--- config.mk ---
export PLATFORM = sky130hd
export DESIGN_NAME = batched_packet_joiner
export DESIGN_NICKNAME = d
export VERILOG_FILES = /design/src/pkt_join_pkg.sv /design/src/batch_join_ctrl.sv /design/src/batched_packet_joiner.sv /design/src/lane_arb_mux.sv /design/src/lane_joiner.sv
export VERILOG_INCLUDE_DIRS = /design/src
export SDC_FILE = /design/constraint.sdc
export NUM_CORES = 1
export LEC_CHECK = 0
export BUFFER_PORTS_ARGS = -buffer_cell sky130_fd_sc_hd__buf_4
export CAP_MARGIN = 20
export CORE_ASPECT_RATIO = 1.75
export CORE_MARGIN = 2
export CORE_UTILIZATION = 40
export CTS_CLUSTER_DIAMETER = 60
export DETAILED_ROUTE_END_ITERATION = 10
export PLACE_DENSITY_LB_ADDON = 0.2
export SYNTH_ARGS = -nofsm -noshare
export SYNTH_HDL_FRONTEND = slang
export SYNTH_SLANG_ARGS = --single-unit
--- constraint.sdc ---
create_clock -name clk -period 2.4 [get_ports clk]
set_input_delay 0.12 -clock clk [delete_from_list [all_inputs] [get_ports clk]]
set_output_delay 0.12 -clock clk [all_outputs]
set_load 0.03 [all_outputs]
--- src/pkt_join_cfg.svh ---
`ifndef PKT_JOIN_CFG_SVH
`define PKT_JOIN_CFG_SVH

// Input channels joined by each lane
`define PJ_CHANNELS 2

// Number of joiner lanes
`define PJ_BATCH 2

// Beat payload
`define PJ_DATA_W 16
`define PJ_KEEP_W 2

// Input id width
`define PJ_ID_W 4

// Lane tag width, clog2 of the lane count but at least 1
`define PJ_LANE_W 1

// Output id carries the lane tag above the input id
`define PJ_MID_W (`PJ_ID_W + `PJ_LANE_W)

`endif

--- src/pkt_join_pkg.sv ---
package pkt_join_pkg;

  // Lane progress as seen by the control block
  // IDLE waits for a start, SEND forwards beats,
  // DONE is held for one cycle after the final tlast
  typedef enum logic [1:0] {
    IDLE = 2'd0,
    SEND = 2'd1,
    DONE = 2'd2
  } lane_state_e;

endpackage

--- src/batch_join_ctrl.sv ---
`timescale 1ns/1ps
`include "pkt_join_cfg.svh"

module batch_join_ctrl import pkt_join_pkg::*; (
  input  logic                           clk,
  input  logic                           rst,
  input  logic                           operation_start,
  input  logic [`PJ_BATCH-1:0]           use_batch,
  input  logic                           interrupt,
  input  lane_state_e [`PJ_BATCH-1:0]    lane_state,
  input  logic [`PJ_BATCH-1:0]           lane_fault,
  input  logic                           m_tvalid,
  input  logic                           m_tready,
  output logic [`PJ_BATCH-1:0]           lane_start,
  output logic                           lane_abort,
  output logic                           operation_busy,
  output logic                           operation_complete,
  output logic                           operation_error,
  output logic                           transmission
);

  logic [`PJ_BATCH-1:0] active_mask;
  logic [`PJ_BATCH-1:0] done_mask;
  logic [`PJ_BATCH-1:0] lane_done;
  logic [`PJ_BATCH-1:0] done_next;
  logic                 start_req;
  logic                 empty_start;
  logic                 all_done;

  // Starts are only taken while idle
  assign start_req   = operation_start && !operation_busy;
  assign empty_start = start_req && (use_batch == '0);
  assign lane_start  = start_req ? use_batch : '0;

  // Interrupt only matters during an operation
  assign lane_abort = interrupt && operation_busy;

  assign transmission = m_tvalid && m_tready;

  always_comb begin
    for (int i = 0; i < `PJ_BATCH; i++) begin
      lane_done[i] = (lane_state[i] == DONE);
    end
  end

  // A lane sits in DONE for one cycle only, so remember it here
  assign done_next = done_mask | (lane_done & active_mask);
  assign all_done  = (done_next == active_mask);

  always_ff @(posedge clk) begin
    if (rst) begin
      operation_busy     <= 1'b0;
      operation_complete <= 1'b0;
      operation_error    <= 1'b0;
      active_mask        <= '0;
      done_mask          <= '0;
    end else begin
      operation_complete <= 1'b0;
      operation_error    <= empty_start || (|lane_fault) || lane_abort;
      if (lane_abort) begin
        operation_busy <= 1'b0;
        done_mask      <= '0;
      end else if (operation_busy) begin
        if (all_done) begin
          operation_busy     <= 1'b0;
          operation_complete <= 1'b1;
          done_mask          <= '0;
        end else begin
          done_mask <= done_next;
        end
      end else if ((|lane_start) && !(|lane_fault)) begin
        // Lanes that fault on start never leave IDLE, so stay idle too
        operation_busy <= 1'b1;
        active_mask    <= use_batch;
        done_mask      <= '0;
      end
    end
  end

endmodule

--- src/batched_packet_joiner.sv ---
`timescale 1ns/1ps
`include "pkt_join_cfg.svh"

module batched_packet_joiner import pkt_join_pkg::*; (
  input  logic                                           clk,
  input  logic                                           rst,
  input  logic                                           operation_start,
  input  logic [`PJ_CHANNELS-1:0]                        use_channels,
  input  logic [`PJ_BATCH-1:0]                           use_batch,
  input  logic                                           interrupt,
  output logic                                           operation_busy,
  output logic                                           operation_complete,
  output logic                                           operation_error,
  output logic                                           transmission,
  input  logic [`PJ_BATCH*`PJ_CHANNELS*`PJ_DATA_W-1:0]   s_tdata,
  input  logic [`PJ_BATCH*`PJ_CHANNELS*`PJ_KEEP_W-1:0]   s_tkeep,
  input  logic [`PJ_BATCH*`PJ_CHANNELS-1:0]              s_tvalid,
  output logic [`PJ_BATCH*`PJ_CHANNELS-1:0]              s_tready,
  input  logic [`PJ_BATCH*`PJ_CHANNELS-1:0]              s_tlast,
  input  logic [`PJ_BATCH*`PJ_CHANNELS*`PJ_ID_W-1:0]     s_tid,
  output logic [`PJ_DATA_W-1:0]                          m_tdata,
  output logic [`PJ_KEEP_W-1:0]                          m_tkeep,
  output logic                                           m_tvalid,
  input  logic                                           m_tready,
  output logic                                           m_tlast,
  output logic [`PJ_MID_W-1:0]                           m_tid
);

  localparam int CH = `PJ_CHANNELS;

  logic [`PJ_BATCH-1:0]             lane_start;
  logic                             lane_abort;
  lane_state_e [`PJ_BATCH-1:0]      lane_state;
  logic [`PJ_BATCH-1:0]             lane_fault;
  logic [`PJ_BATCH*`PJ_DATA_W-1:0]  lane_tdata;
  logic [`PJ_BATCH*`PJ_KEEP_W-1:0]  lane_tkeep;
  logic [`PJ_BATCH-1:0]             lane_tvalid;
  logic [`PJ_BATCH-1:0]             lane_tready;
  logic [`PJ_BATCH-1:0]             lane_tlast;
  logic [`PJ_BATCH*`PJ_ID_W-1:0]    lane_tid;

  batch_join_ctrl ctrl0 (
    .clk                (clk),
    .rst                (rst),
    .operation_start    (operation_start),
    .use_batch          (use_batch),
    .interrupt          (interrupt),
    .lane_state         (lane_state),
    .lane_fault         (lane_fault),
    .m_tvalid           (m_tvalid),
    .m_tready           (m_tready),
    .lane_start         (lane_start),
    .lane_abort         (lane_abort),
    .operation_busy     (operation_busy),
    .operation_complete (operation_complete),
    .operation_error    (operation_error),
    .transmission       (transmission)
  );

  // Every lane shares the channel selection
  for (genvar g = 0; g < `PJ_BATCH; g++) begin : g_lane
    lane_joiner lane0 (
      .clk          (clk),
      .rst          (rst),
      .lane_start   (lane_start[g]),
      .lane_abort   (lane_abort),
      .use_channels (use_channels),
      .s_tdata      (s_tdata[g*CH*`PJ_DATA_W +: CH*`PJ_DATA_W]),
      .s_tkeep      (s_tkeep[g*CH*`PJ_KEEP_W +: CH*`PJ_KEEP_W]),
      .s_tvalid     (s_tvalid[g*CH +: CH]),
      .s_tlast      (s_tlast[g*CH +: CH]),
      .s_tid        (s_tid[g*CH*`PJ_ID_W +: CH*`PJ_ID_W]),
      .s_tready     (s_tready[g*CH +: CH]),
      .lane_tdata   (lane_tdata[g*`PJ_DATA_W +: `PJ_DATA_W]),
      .lane_tkeep   (lane_tkeep[g*`PJ_KEEP_W +: `PJ_KEEP_W]),
      .lane_tvalid  (lane_tvalid[g]),
      .lane_tlast   (lane_tlast[g]),
      .lane_tid     (lane_tid[g*`PJ_ID_W +: `PJ_ID_W]),
      .lane_tready  (lane_tready[g]),
      .lane_state   (lane_state[g]),
      .lane_fault   (lane_fault[g])
    );
  end

  lane_arb_mux mux0 (
    .clk         (clk),
    .rst         (rst),
    .lane_tdata  (lane_tdata),
    .lane_tkeep  (lane_tkeep),
    .lane_tvalid (lane_tvalid),
    .lane_tlast  (lane_tlast),
    .lane_tid    (lane_tid),
    .lane_tready (lane_tready),
    .m_tdata     (m_tdata),
    .m_tkeep     (m_tkeep),
    .m_tvalid    (m_tvalid),
    .m_tlast     (m_tlast),
    .m_tid       (m_tid),
    .m_tready    (m_tready)
  );

endmodule

--- src/lane_arb_mux.sv ---
`timescale 1ns/1ps
`include "pkt_join_cfg.svh"

module lane_arb_mux (
  input  logic                              clk,
  input  logic                              rst,
  input  logic [`PJ_BATCH*`PJ_DATA_W-1:0]   lane_tdata,
  input  logic [`PJ_BATCH*`PJ_KEEP_W-1:0]   lane_tkeep,
  input  logic [`PJ_BATCH-1:0]              lane_tvalid,
  input  logic [`PJ_BATCH-1:0]              lane_tlast,
  input  logic [`PJ_BATCH*`PJ_ID_W-1:0]     lane_tid,
  output logic [`PJ_BATCH-1:0]              lane_tready,
  output logic [`PJ_DATA_W-1:0]             m_tdata,
  output logic [`PJ_KEEP_W-1:0]             m_tkeep,
  output logic                              m_tvalid,
  output logic                              m_tlast,
  output logic [`PJ_MID_W-1:0]              m_tid,
  input  logic                              m_tready
);

  logic [`PJ_LANE_W-1:0] grant;
  logic                  in_pkt;
  logic [`PJ_LANE_W-1:0] low_valid;
  logic [`PJ_LANE_W-1:0] sel;

  // Fixed priority, lane 0 first
  always_comb begin
    low_valid = '0;
    for (int i = `PJ_BATCH - 1; i >= 0; i--) begin
      if (lane_tvalid[i]) begin
        low_valid = `PJ_LANE_W'(i);
      end
    end
  end

  assign sel = in_pkt ? grant : low_valid;

  assign m_tdata  = lane_tdata[sel*`PJ_DATA_W +: `PJ_DATA_W];
  assign m_tkeep  = lane_tkeep[sel*`PJ_KEEP_W +: `PJ_KEEP_W];
  assign m_tvalid = lane_tvalid[sel];
  assign m_tlast  = lane_tlast[sel];
  // Lane index goes above the lane's own id
  assign m_tid    = {sel, lane_tid[sel*`PJ_ID_W +: `PJ_ID_W]};

  always_comb begin
    lane_tready      = '0;
    lane_tready[sel] = m_tready;
  end

  // Grant locks once a beat is presented and frees after the tlast beat moves
  always_ff @(posedge clk) begin
    if (rst) begin
      grant  <= '0;
      in_pkt <= 1'b0;
    end else if (m_tvalid) begin
      grant  <= sel;
      in_pkt <= !(m_tready && m_tlast);
    end
  end

endmodule

--- src/lane_joiner.sv ---
`timescale 1ns/1ps
`include "pkt_join_cfg.svh"

module lane_joiner import pkt_join_pkg::*; (
  input  logic                                 clk,
  input  logic                                 rst,
  input  logic                                 lane_start,
  input  logic                                 lane_abort,
  input  logic [`PJ_CHANNELS-1:0]              use_channels,
  input  logic [`PJ_CHANNELS*`PJ_DATA_W-1:0]   s_tdata,
  input  logic [`PJ_CHANNELS*`PJ_KEEP_W-1:0]   s_tkeep,
  input  logic [`PJ_CHANNELS-1:0]              s_tvalid,
  input  logic [`PJ_CHANNELS-1:0]              s_tlast,
  input  logic [`PJ_CHANNELS*`PJ_ID_W-1:0]     s_tid,
  output logic [`PJ_CHANNELS-1:0]              s_tready,
  output logic [`PJ_DATA_W-1:0]                lane_tdata,
  output logic [`PJ_KEEP_W-1:0]                lane_tkeep,
  output logic                                 lane_tvalid,
  output logic                                 lane_tlast,
  output logic [`PJ_ID_W-1:0]                  lane_tid,
  input  logic                                 lane_tready,
  output lane_state_e                          lane_state,
  output logic                                 lane_fault
);

  localparam int CH_W = (`PJ_CHANNELS > 1) ? $clog2(`PJ_CHANNELS) : 1;

  lane_state_e             state;
  logic [`PJ_CHANNELS-1:0] chan_mask;
  logic [CH_W-1:0]         cur_ch;
  logic [CH_W-1:0]         first_ch;
  logic [CH_W-1:0]         next_ch;
  logic                    has_next;
  logic                    sending;
  logic                    beat;

  // Lowest channel in the incoming selection
  always_comb begin
    first_ch = '0;
    for (int i = `PJ_CHANNELS - 1; i >= 0; i--) begin
      if (use_channels[i]) begin
        first_ch = CH_W'(i);
      end
    end
  end

  // Next selected channel above the current one, if any
  always_comb begin
    next_ch  = cur_ch;
    has_next = 1'b0;
    for (int i = `PJ_CHANNELS - 1; i >= 0; i--) begin
      if (chan_mask[i] && (i > int'(cur_ch))) begin
        next_ch  = CH_W'(i);
        has_next = 1'b1;
      end
    end
  end

  assign sending = (state == SEND);

  // Zero-latency path from the current channel
  assign lane_tdata  = s_tdata[cur_ch*`PJ_DATA_W +: `PJ_DATA_W];
  assign lane_tkeep  = s_tkeep[cur_ch*`PJ_KEEP_W +: `PJ_KEEP_W];
  assign lane_tid    = s_tid[cur_ch*`PJ_ID_W +: `PJ_ID_W];
  assign lane_tvalid = sending && s_tvalid[cur_ch];
  // Inner packet boundaries are hidden
  assign lane_tlast  = s_tlast[cur_ch] && !has_next;

  assign beat = lane_tvalid && lane_tready;

  always_comb begin
    s_tready         = '0;
    s_tready[cur_ch] = sending && lane_tready;
  end

  assign lane_state = state;
  assign lane_fault = lane_start && (state == IDLE) && (use_channels == '0);

  always_ff @(posedge clk) begin
    if (rst) begin
      state     <= IDLE;
      chan_mask <= '0;
      cur_ch    <= '0;
    end else if (lane_abort) begin
      state <= IDLE;
    end else begin
      case (state)
        IDLE: begin
          if (lane_start && (use_channels != '0)) begin
            state     <= SEND;
            chan_mask <= use_channels;
            cur_ch    <= first_ch;
          end
        end
        SEND: begin
          if (beat && s_tlast[cur_ch]) begin
            if (has_next) begin
              cur_ch <= next_ch;
            end else begin
              state <= DONE;
            end
          end
        end
        // One cycle only, the control keeps its own record
        DONE: state <= IDLE;
        default: state <= IDLE;
      endcase
    end
  end

endmodule

## Word-level counts from Yosys, hierarchy flattened

Cells that the tools add are included.

- Order comparisons: 8
- Equality and inequality tests: 15
- Shift-type cells: 9
- Mux-type cells: 51
- Bitwise operators: 7
- Reductions and logical operators: 53

Operators with widths:

| cell | number |
|---|---|
| indexed part select 32 x 6 -> 16 bit | 3 |
| two-way mux 1 bit | 34 |
| logical AND 1 bit | 27 |
| indexed part select 8 x 4 -> 4 bit | 3 |
| two-way mux 2 bit | 10 |
| != test 2 bit, second input constant | 8 |
| AND reduction 3 bit | 5 |
| AND reduction 6 bit | 2 |
| indexed part select 4 x 3 -> 2 bit | 3 |
| bitwise AND 2 bit | 4 |
| zero test 2 bit | 4 |
| case mux 2 bit (2 select lines) | 2 |
| nonzero test 2 bit | 4 |
| < comparator 1 x 2 -> 1 bit, second input constant | 3 |
| OR reduction 2 bit | 3 |
| zero test 1 bit | 5 |
| equality test 2 x 1 -> 1 bit, second input constant | 2 |
| equality test 2 bit, second input constant | 2 |
| != test 2 x 1 -> 1 bit, second input constant | 2 |
| case mux 1 bit (2 select lines) | 2 |
| demux 1 bit (select 1 bit) | 3 |
| greater-or-equal comparator 1 bit, second input constant | 3 |
| OR reduction 3 bit | 1 |
| equality test 2 bit | 1 |
| 4 further kinds | 7 |

- Register bits after elaboration: 19
- Input port bits: 105
- Output and inout port bits: 33
- Logic and storage cells: 156

## Longest topological paths before layout

Gate-level depths: netlist (run 1).

- Word-level depth: 15
- Mapped depth: 8
- Depth with buffers taken out: 5

## Cells and area by module

A second synthesis (run 1) with hierarchy kept.

- Cells, all modules: 208
- Area, all modules: 1898.1 um2

By module, submodules not included:

| module | times used | cells an instance | area each (um2) | seq. area each (um2) |
|---|---|---|---|---|
| lane_joiner | 2 | 62 | 543.0 | 80.1 |
| lane_arb_mux | 1 | 41 | 425.4 | 40.0 |
| batch_join_ctrl | 1 | 43 | 386.6 | 140.1 |

## Worst setup path after synthesis (run 1)

No wires, ideal clock.

- Path type: register to output
- From: reg g_lane[1].lane0.state[1]
- To: out s_tready[0]
- Arrival time: 1.943 ns
- Required time: 2.280 ns
- Setup slack: 0.337 ns
- Stages on the path, launching flop included: 7
- Path buffers: 2
- Path through: dfxtp_1 > and2b_1 > nor3b_2 > a22o_1 > buf_2 > buf_2 > nor3_1

- Cells in the longest elaborated chain, start to end: 12

RTL lines:

| element | line | RTL |
|---|---|---|
| start: declaration | lane_joiner.sv:28 | `lane_state_e state;` |
| start signal: assignment | lane_joiner.sv:81 | `state <= IDLE;` |
| start signal: assignment | lane_joiner.sv:85 | `state <= IDLE;` |
| start signal: assignment | lane_joiner.sv:90 | `state <= SEND;` |
| equality test 2 x 1 -> 1 bit (*) | lane_joiner.sv:59 | `assign sending = (state == SEND);` |
| logical AND 1 bit (*) | lane_joiner.sv:65 | `assign lane_tvalid = sending && s_tvalid[cur_ch];` |
| two-way mux 1 bit (*) (2 in a row) | lane_arb_mux.sv:30 | `if (lane_tvalid[i]) begin` |
| two-way mux 1 bit (*) | lane_arb_mux.sv:36 | `assign sel = in_pkt ? grant : low_valid;` |
| < comparator 1 x 2 -> 1 bit (not written as such) / greater-or-equal comparator 1 bit (equally long branches) | lane_arb_mux.sv:47 | `lane_tready[sel] = m_tready;` |
| logical AND 1 bit (not written as such) | lane_arb_mux.sv:47 |  |
| two-way mux 1 bit (not written as such) | lane_arb_mux.sv:47 |  |
| demux 1 bit (select 1 bit) (*) | n/a |  |
| bitwise AND 2 bit (no source line) (*) | n/a |  |
| logical AND 1 bit (*) | lane_joiner.sv:73 | `s_tready[cur_ch] = sending && lane_tready;` |
| bitwise AND 2 bit (no source line) (*) | n/a |  |
| end: declaration | batched_packet_joiner.sv:18 | `` output logic [`PJ_BATCH*`PJ_CHANNELS-1:0] s_tready, `` |

Every way passes the cells marked *; elsewhere a longest branch is shown, timed or not.

## Worst setup path in the final report (run 1)

- From: reg g_lane[1].lane0.state[1]
- To: out m_tlast

- Cells in the longest elaborated chain, start to end: 7

RTL lines:

| element | line | RTL |
|---|---|---|
| equality test 2 x 1 -> 1 bit | lane_joiner.sv:59 |  |
| logical AND 1 bit | lane_joiner.sv:65 |  |
| two-way mux 1 bit (2 in a row) | lane_arb_mux.sv:30 |  |
| two-way mux 1 bit | lane_arb_mux.sv:36 |  |
| two-way mux 1 bit (not written as such) (2 in a row) | lane_arb_mux.sv:41 | `assign m_tlast = lane_tlast[sel];` |
| end: declaration | batched_packet_joiner.sv:25 | `output logic m_tlast,` |

Every way passes these cells. The select of a mux whose other input is x is not followed.

==> out/results.md, run 1 <==
| Result | This run | Unit |
| --- | --- | --- |
| Cells after synthesis | 228 | - |
| Final WS setup | 0.162 | ns |
| DPL Wire Length | 5260 | um |
| Max-slew violation count | 0 | - |
| Die width | 53.9 | um |
| Vertical die dimension | 91.4 | um |
| Buffers inserted by post-CTS timing repair | 0 | - |
| Global routing usage on met3 | 5.43 | % |
| Final cycle utilization of the critical path | 93.3 | % |
| WP data arrival | 2.12 | ns |
| Number of instances in the placed design | 399 | - |
| Library cell appearing most often on the critical path | buf_4 | - |
| Non-Filler Instances | 403 | - |
| Overall track demand over capacity in global routing | 26.1 | % |
| Type of the tightest min-delay check | primary input to flip-flop | - |
| Type of the worst setup path | flip-flop to output port | - |
| ANT nets after route | 0 | - |
| PwrDens | 416 | nW/um^2 |
| Max-slew headroom at the worst pin | 68.7 | % |
| FMAX | 447 | MHz |
| Detailed-route DRC error count | 0 | - |
| M2 GR Usage | 48.8 | % |
| Pin count of the biggest net entering global routing | 51 | - |
| Total I/O pin count | 138 | - |
| Yosys warnings | 0 | - |
| Number of vias after detailed routing | 2241 | - |
| Required arrival time at the worst endpoint | 2.28 | ns |
| Total wirelength of the detailed-routed design | 6510 | um |
| Worst-path cell chain | and2b_1, nor3b_2, a22o_1, buf_4, mux2i_1, buf_4 | - |
| Placeable core region | 4150 | um^2 |
| Peak supply drop | 0.455 | mV |
| Area share of the leading cell type in the synthesized netlist | 19.5 | % |
| Wire length of the first global-routing pass | 9760 | um |
| Maximum clock insertion buffer count | 2 | - |
| RSZ-0062 raised after global routing | false | - |
| Number of gates resized after CTS | 0 | - |
| Number of port buffers | 137 | - |
| Most common flop cell mapped by yosys | dfxtp_1 | - |
| Non-Filler Cell Area, Final | 2820 | um^2 |
| Critical Path End Type | output port | - |
| Routed via count divided by cell count | 5.56 | - |
| Layout-stage area growth over the synthesis result | 61.5 | % |
| Area enclosed by the die boundary | 4930 | um^2 |
| Level count of the clock H-tree | 1 | - |
| Number of global-route vias before repair | 2116 | - |
| # rows | 31 | - |
| Count of endpoints failing setup in the final report | 0 | - |
| Status | finished clean | - |
| Clock period minus worst slack | 2.24 | ns |
| Wirelength per Cell | 16.2 | um |
| Proportion of layout cells with a drive suffix above 1 | 42.9 | % |
| Antenna fix cells | 0 | - |
| Number of CTS-inserted buffers | 3 | - |
| Final GP Congestion | 0.888 | - |
| Number of detailed-routing iterations run before antenna repair | 4 | - |
| Number of flops mapped to enable cells by yosys | 0 | - |
| Slowest-stage cell, CP | dfxtp_1 | - |
| Initial core utilization | 42.0 | % |
| Leakage | 1.28 | nW |
| Number of sinks on the clock net | 17 | - |
| Met1 Use GR | 25.7 | % |
| Leading cell types by total area after synthesis | dfxtp_1, mux2i_1, a211oi_1 | - |
| Cell class contributing the biggest share of worst-path delay | simple AND/OR/NAND/NOR gates | - |
| WHS | 0.0932 | ns |
| Clock input transition at the sequential cells of the worst setup and hold paths | 0.07 | ns |
| Number of hold violations in the final report | 0 | - |
| Pin slew with the least headroom to its limit | 0.470 | ns |
| CTS hold repair buffers | 0 | - |
| Worst-case setup slack after placement | 0.455 | ns |
| Cell area reported after detailed placement | 2770 | um^2 |
| Crit-path max cell delay | 0.36 | ns |
| Clock tree from TritonCTS | done | - |
| Area of the mapped netlist | 1740 | um^2 |
| Clock latency at the later pin of the worst-skew pair | 0.26 | ns |
| Number of storage elements in the synthesis netlist | 17 | - |
| Setup crit start kind | flip-flop | - |
| CP bufs+invs | 2 | - |
| Post-Syn Nets | 333 | - |
| Fraction of registers with async set/reset | 0 | % |
| Count of distinct cell types in the synthesized netlist | 42 | - |
| Final sum of negative setup slack | 0 | ns |
| Worst Skew | 0.00839 | ns |
| Initial drt markers | 37 | - |
| Sequential-to-total area share from yosys stat | 19.5 | % |
| Layout net count | 460 | - |
| Largest area contributor in the netlist | dfxtp_1 | - |
| Mean cell area of the mapped netlist | 7.65 | um^2 |
| Clk root buf | clkbuf_8 | - |
| Remaining global-route overflow | 0 | - |
| Antenna violations before repair | 0 | - |
| Global-route layer with the greatest usage | met2 | - |
| Largest fanout on the critical path | 31 | - |
| # Max-Cap Violations | 0 | - |
==> synth_stat cells (3+ instances only) <==
master    number
a211oi_1      24
a21oi_1       32
buf_2          7
nor2b_1       27
nand3_1        3
dfxtp_1       17
nor2_1        12
clkbuf_1       9
nor3_1         4
nand2b_1       6
a31oi_1        3
o21ai_0        5
inv_1          4
nand2_1        8
a22oi_1        4
and3b_1        3
mux2i_1       28
==> cell usage in the layout (no fill, tap or decap), types with 2 or more instances in the layout <==
cell,count
buf_4,141
a21oi_1,32
mux2i_1,28
nor2b_1,27
a211oi_1,24
dfxtp_1,17
nor2_1,12
nand2_1,8
nand2b_1,6
o21ai_0,5
inv_1,4
nor3_1,4
a22oi_1,4
and3b_1,3
nand3_1,3
a31oi_1,3
clkbuf_8,3
and2b_1,2
a22o_1,2
and3_1,2
or3_4,2
and4_1,2
nor3b_1,2
nor4b_1,2
==> report_power, final <==
| part | leakage (nW) | internal [W] | switching, W |
|---|---|---|---|
| Combinational | 1.12 | 0.000303 | 0.000337 |
| Sequential | 0.139 | 0.000299 | 0.0000168 |
| Clock | 0.0228 | 0.000118 | 0.0000975 |
==> area by class of cell <==
type,count,area (um^2)
inverters,4,15.0
well taps,49,61.3
repair buffers,141,1060
multi-input cells,188,1300
fillers,374,1330
flip-flops and latches,17,340
clock buffers,4,45.0
==> state kept, by name (all words and copies together) (netlist names) <==
register and count:
g_lane.lane0.lane_state 4, mux0.in_pkt 1, g_lane.lane0.cur_ch 2, ctrl0.operation_complete 1, ctrl0.operation_error 1, mux0.grant 1, ctrl0.operation_busy 1, g_lane.lane0.chan_mask 2
ctrl0.done_mask 2, ctrl0.active_mask 2
==> final timing paths <==
path | startpoint | end | slack [ns] | cells past startpoint
setup / recovery | g_lane[1].lane0.lane_state[1] | m_tlast | 0.16 | 6
hold / removal | use_channels[0] | g_lane[0].lane0.cur_ch | 0.09 | 2
setup reg to reg | g_lane[1].lane0.lane_state[1] | mux0.in_pkt | 0.51 | 6
hold reg to reg | g_lane[0].lane0.lane_state[1] | g_lane[0].lane0.lane_state[1] | 0.50 | 1
==> cell families after synthesis <==
logic type	Yosys count	synth area share (%)
buffers and inverters	23	6.10
DFF	17	19.5
AOI/OAI and AO/OA	75	27.5
and+or+nand+nor	84	30.0
muxes	29	16.9
==> metal layers <==
layer / vias to the layer above / wire length (um) / share of wire (%)
met5: - / 0 / 0
met4: 0 / 204 / 3.1
met3: 17 / 656 / 10
met2: 99 / 3390 / 52
met1: 1014 / 2260 / 35
li1: 1111 / - / -
==> stage by stage <==
| stage | utilization (%) | power (W) |
|---|---|---|
| after floorplan | - | 0.000690 |
| after global placement | 66.8 | 0.000952 |
| after detailed placement | 66.8 | 0.000962 |
| after CTS | 67.9 | 0.00117 |
| after global routing | 67.9 | 0.00123 |
| final | 67.9 | 0.00117 |
No activity file was read; power rests on OpenSTA's default activity.
==> inputs of run 2 (changes only) <==
Settings changed: PLACE_DENSITY set to 0.77, PLACE_DENSITY_LB_ADDON 0.2 to not set.
==> out/results.md, run 2 (synthesis gave the netlist of run 1 again) <==
| Result | This run | Unit | Delta |
| --- | --- | --- | --- |
| Status | finished clean | - |  |
| Metal-1 WL | 2240 | um | -1.0% |
| Final GP Congestion | 0.886 | - | -0.21% |
| Most common cell after layout, fill and taps aside | buf_4 | - |  |
| Proportion of layout cells with a drive suffix above 1 | 43.8 | % | +0.85 points |
| FMAX | 439 | MHz | -1.7% |
| Number of global-route vias before repair | 2120 | - | +0.19% |
| Pin slew with the least headroom to its limit | 0.479 | ns | +0.00873 ns |
| Placeable core region | 4150 | um^2 | unchanged |
| Number of detailed-routing iterations run before antenna repair | 4 | - | unchanged |
| Worst-case setup slack after placement | 0.361 | ns | -0.0942 ns |
| Crit-path max cell delay | 0.44 | ns | +0.08 ns |
| Initial core utilization | 42.0 | % | unchanged |
| Maximum clock insertion buffer count | 2 | - | unchanged |
| Level count of the clock H-tree | 1 | - | unchanged |
| Wire length of the first global-routing pass | 9860 | um | +1.1% |
| CTS hold repair buffers | 0 | - | unchanged |
| Die width | 53.9 | um | unchanged |
| Layout net count | 460 | - | unchanged |
| Non-Filler Instances | 403 | - | unchanged |
| Clock tree from TritonCTS | done | - |  |
| Number of instances in the placed design | 399 | - | unchanged |
| CP bufs+invs | 2 | - | unchanged |
| # Max-Cap Violations | 0 | - | unchanged |
| Largest fanout on the critical path | 12 | - | -61% |
| Detailed-route DRC error count | 0 | - | unchanged |
| Clk root buf | clkbuf_8 | - |  |
| Buffers inserted by post-CTS timing repair | 0 | - | unchanged |
| Largest register FFs | 4 | - | unchanged |
| FILL cells | 409 | - | +9.4% |
| Max-slew headroom at the worst pin | 68.1 | % | -0.58 points |
| WP data arrival | 2.16 | ns | +0.04 ns |
| PnR Total Power | 0.00118 | W | +1.1% |
| Routed length on met2 | 3570 | um | +5.0% |
| Vertical die dimension | 91.4 | um | unchanged |
| Number of gates resized after CTS | 0 | - | unchanged |
| Initial drt markers | 62 | - | +68% |
| Type of the tightest min-delay check | primary input to flip-flop | - |  |
| Layout-stage area growth over the synthesis result | 62.2 | % |  |
| Clock period minus worst slack | 2.28 | ns | +0.0384 ns |
| Library cell appearing most often on the critical path | buf_4 | - |  |
| Antenna violations before repair | 0 | - | unchanged |
| Setup crit start kind | flip-flop | - |  |
| Worst-path cell chain | and2b_1, nor3b_2, a22o_2, buf_4, a211oi_1, a21oi_1, buf_4 | - |  |
| Number of hold violations in the final report | 0 | - | unchanged |
| Top layer reached by signal wires | met4 | - |  |
| Final WS setup | 0.123 | ns | -0.0384 ns |
| Count of endpoints failing setup in the final report | 0 | - | unchanged |
| Routed met3 length | 771 | um | +18% |
| Routed via count divided by cell count | 5.60 | - | +0.71% |
| Leakage | 1.28 | nW | +0.43% |
| Required arrival time at the worst endpoint | 2.28 | ns | about the same |
| Peak supply drop | 0.455 | mV | about the same |
| Cell class contributing the biggest share of worst-path delay | compound AO/OA/AOI/OAI gates | - |  |
| Area enclosed by the die boundary | 4930 | um^2 | unchanged |
| Worst Skew | 0.00817 | ns | -0.000218 ns |
| Type of the worst setup path | flip-flop to output port | - |  |
| ANT nets after route | 0 | - | unchanged |
| Total wirelength of the detailed-routed design | 6840 | um | +5.0% |
| Commonest cells after routing, fill and taps aside | buf_4, a21oi_1, mux2i_1, nor2b_1, a211oi_1 | - |  |
| Number of sinks on the clock net | 17 | - | unchanged |
| Number of port buffers | 137 | - | unchanged |
| Slowest-stage cell, CP | dfxtp_1 | - |  |
| Number of vias after detailed routing | 2257 | - | +0.71% |
| Final sum of negative setup slack | 0 | ns | unchanged |
| Antenna fix cells | 0 | - | unchanged |
| Clock latency at the later pin of the worst-skew pair | 0.26 | ns | about the same |
| # rows | 31 | - | unchanged |
| Critical Path End Type | output port | - |  |
| Number of CTS-inserted buffers | 3 | - | unchanged |
| Overall track demand over capacity in global routing | 26.9 | % | +0.72 points |
| Clock input transition at the sequential cells of the worst setup and hold paths | 0.07 | ns | about the same |
| Total I/O pin count | 138 | - | unchanged |
| Pin count of the biggest net entering global routing | 51 | - | unchanged |
| Remaining global-route overflow | 0 | - | unchanged |
| Final cycle utilization of the critical path | 94.9 | % | +1.6 points |
| DPL Wire Length | 5550 | um | +5.6% |
| PwrDens | 419 | nW/um^2 | +0.73% |
| RSZ-0062 raised after global routing | false | - |  |
| Wirelength per Cell | 17.0 | um | +5.0% |
| Max-slew violation count | 0 | - | unchanged |
## run 2: changes by cell type in the layout (fill, tap and decap cells not counted), sizes merged
cell	previous run	this run
clkbuf	4	3
clkinv	0	1
## run 2: cell type report
| type | count | area, um^2 | area share (%) |
|---|---|---|---|
| inverter | 4 | 15.0 | 0.531 |
| clock inverter | 1 | 5.00 | 0.177 |
| clock buffer | 3 | 41.3 | 1.46 |
| sequential | 17 | 342 | 12.1 |
| multi-input combinational | 188 | 1300 | 45.9 |
| timing repair buffer | 141 | 1070 | 37.7 |
| tap | 49 | 61.3 | 2.17 |
## run 2: metal layers
metal	track usage, %	vias up
met1	25.2	1025
met4	13.7	0
met5	0	-
met2	49.3	108
met3	6.74	23
li1	-	1101
## run 2: through the flow
step	cell area, um^2	hold slack [ns]	utilization [%]
floorplan	1740	0.217	-
global placement	2770	0.353	66.8
detailed placement	2770	0.340	66.8
CTS	2820	0.0779	68.0
global route	2830	0.0758	68.2
finish	2830	0.0845	68.2
## run 2: worst paths after layout
path / endpoint / slack [ns] / depth (start not counted) / start
worst max-delay path: m_tid[3] / 0.12 / 7 / g_lane[1].lane0.lane_state[1]
worst min-delay path: g_lane[0].lane0.cur_ch / 0.08 / 2 / use_channels[0]
worst max register to register: g_lane[1].lane0.cur_ch / 0.57 / 5 / g_lane[1].lane0.cur_ch
worst min register to register: g_lane[0].lane0.lane_state[1] / 0.50 / 1 / g_lane[0].lane0.lane_state[1]
## run 2: power breakdown
part	leakage [nW]	internal (W)	switching, W
clock	0.0255	0.000115	0.000105
combinational	1.12	0.000305	0.000344
sequential	0.139	0.000299	0.0000176
total	1.28	0.000719	0.000466
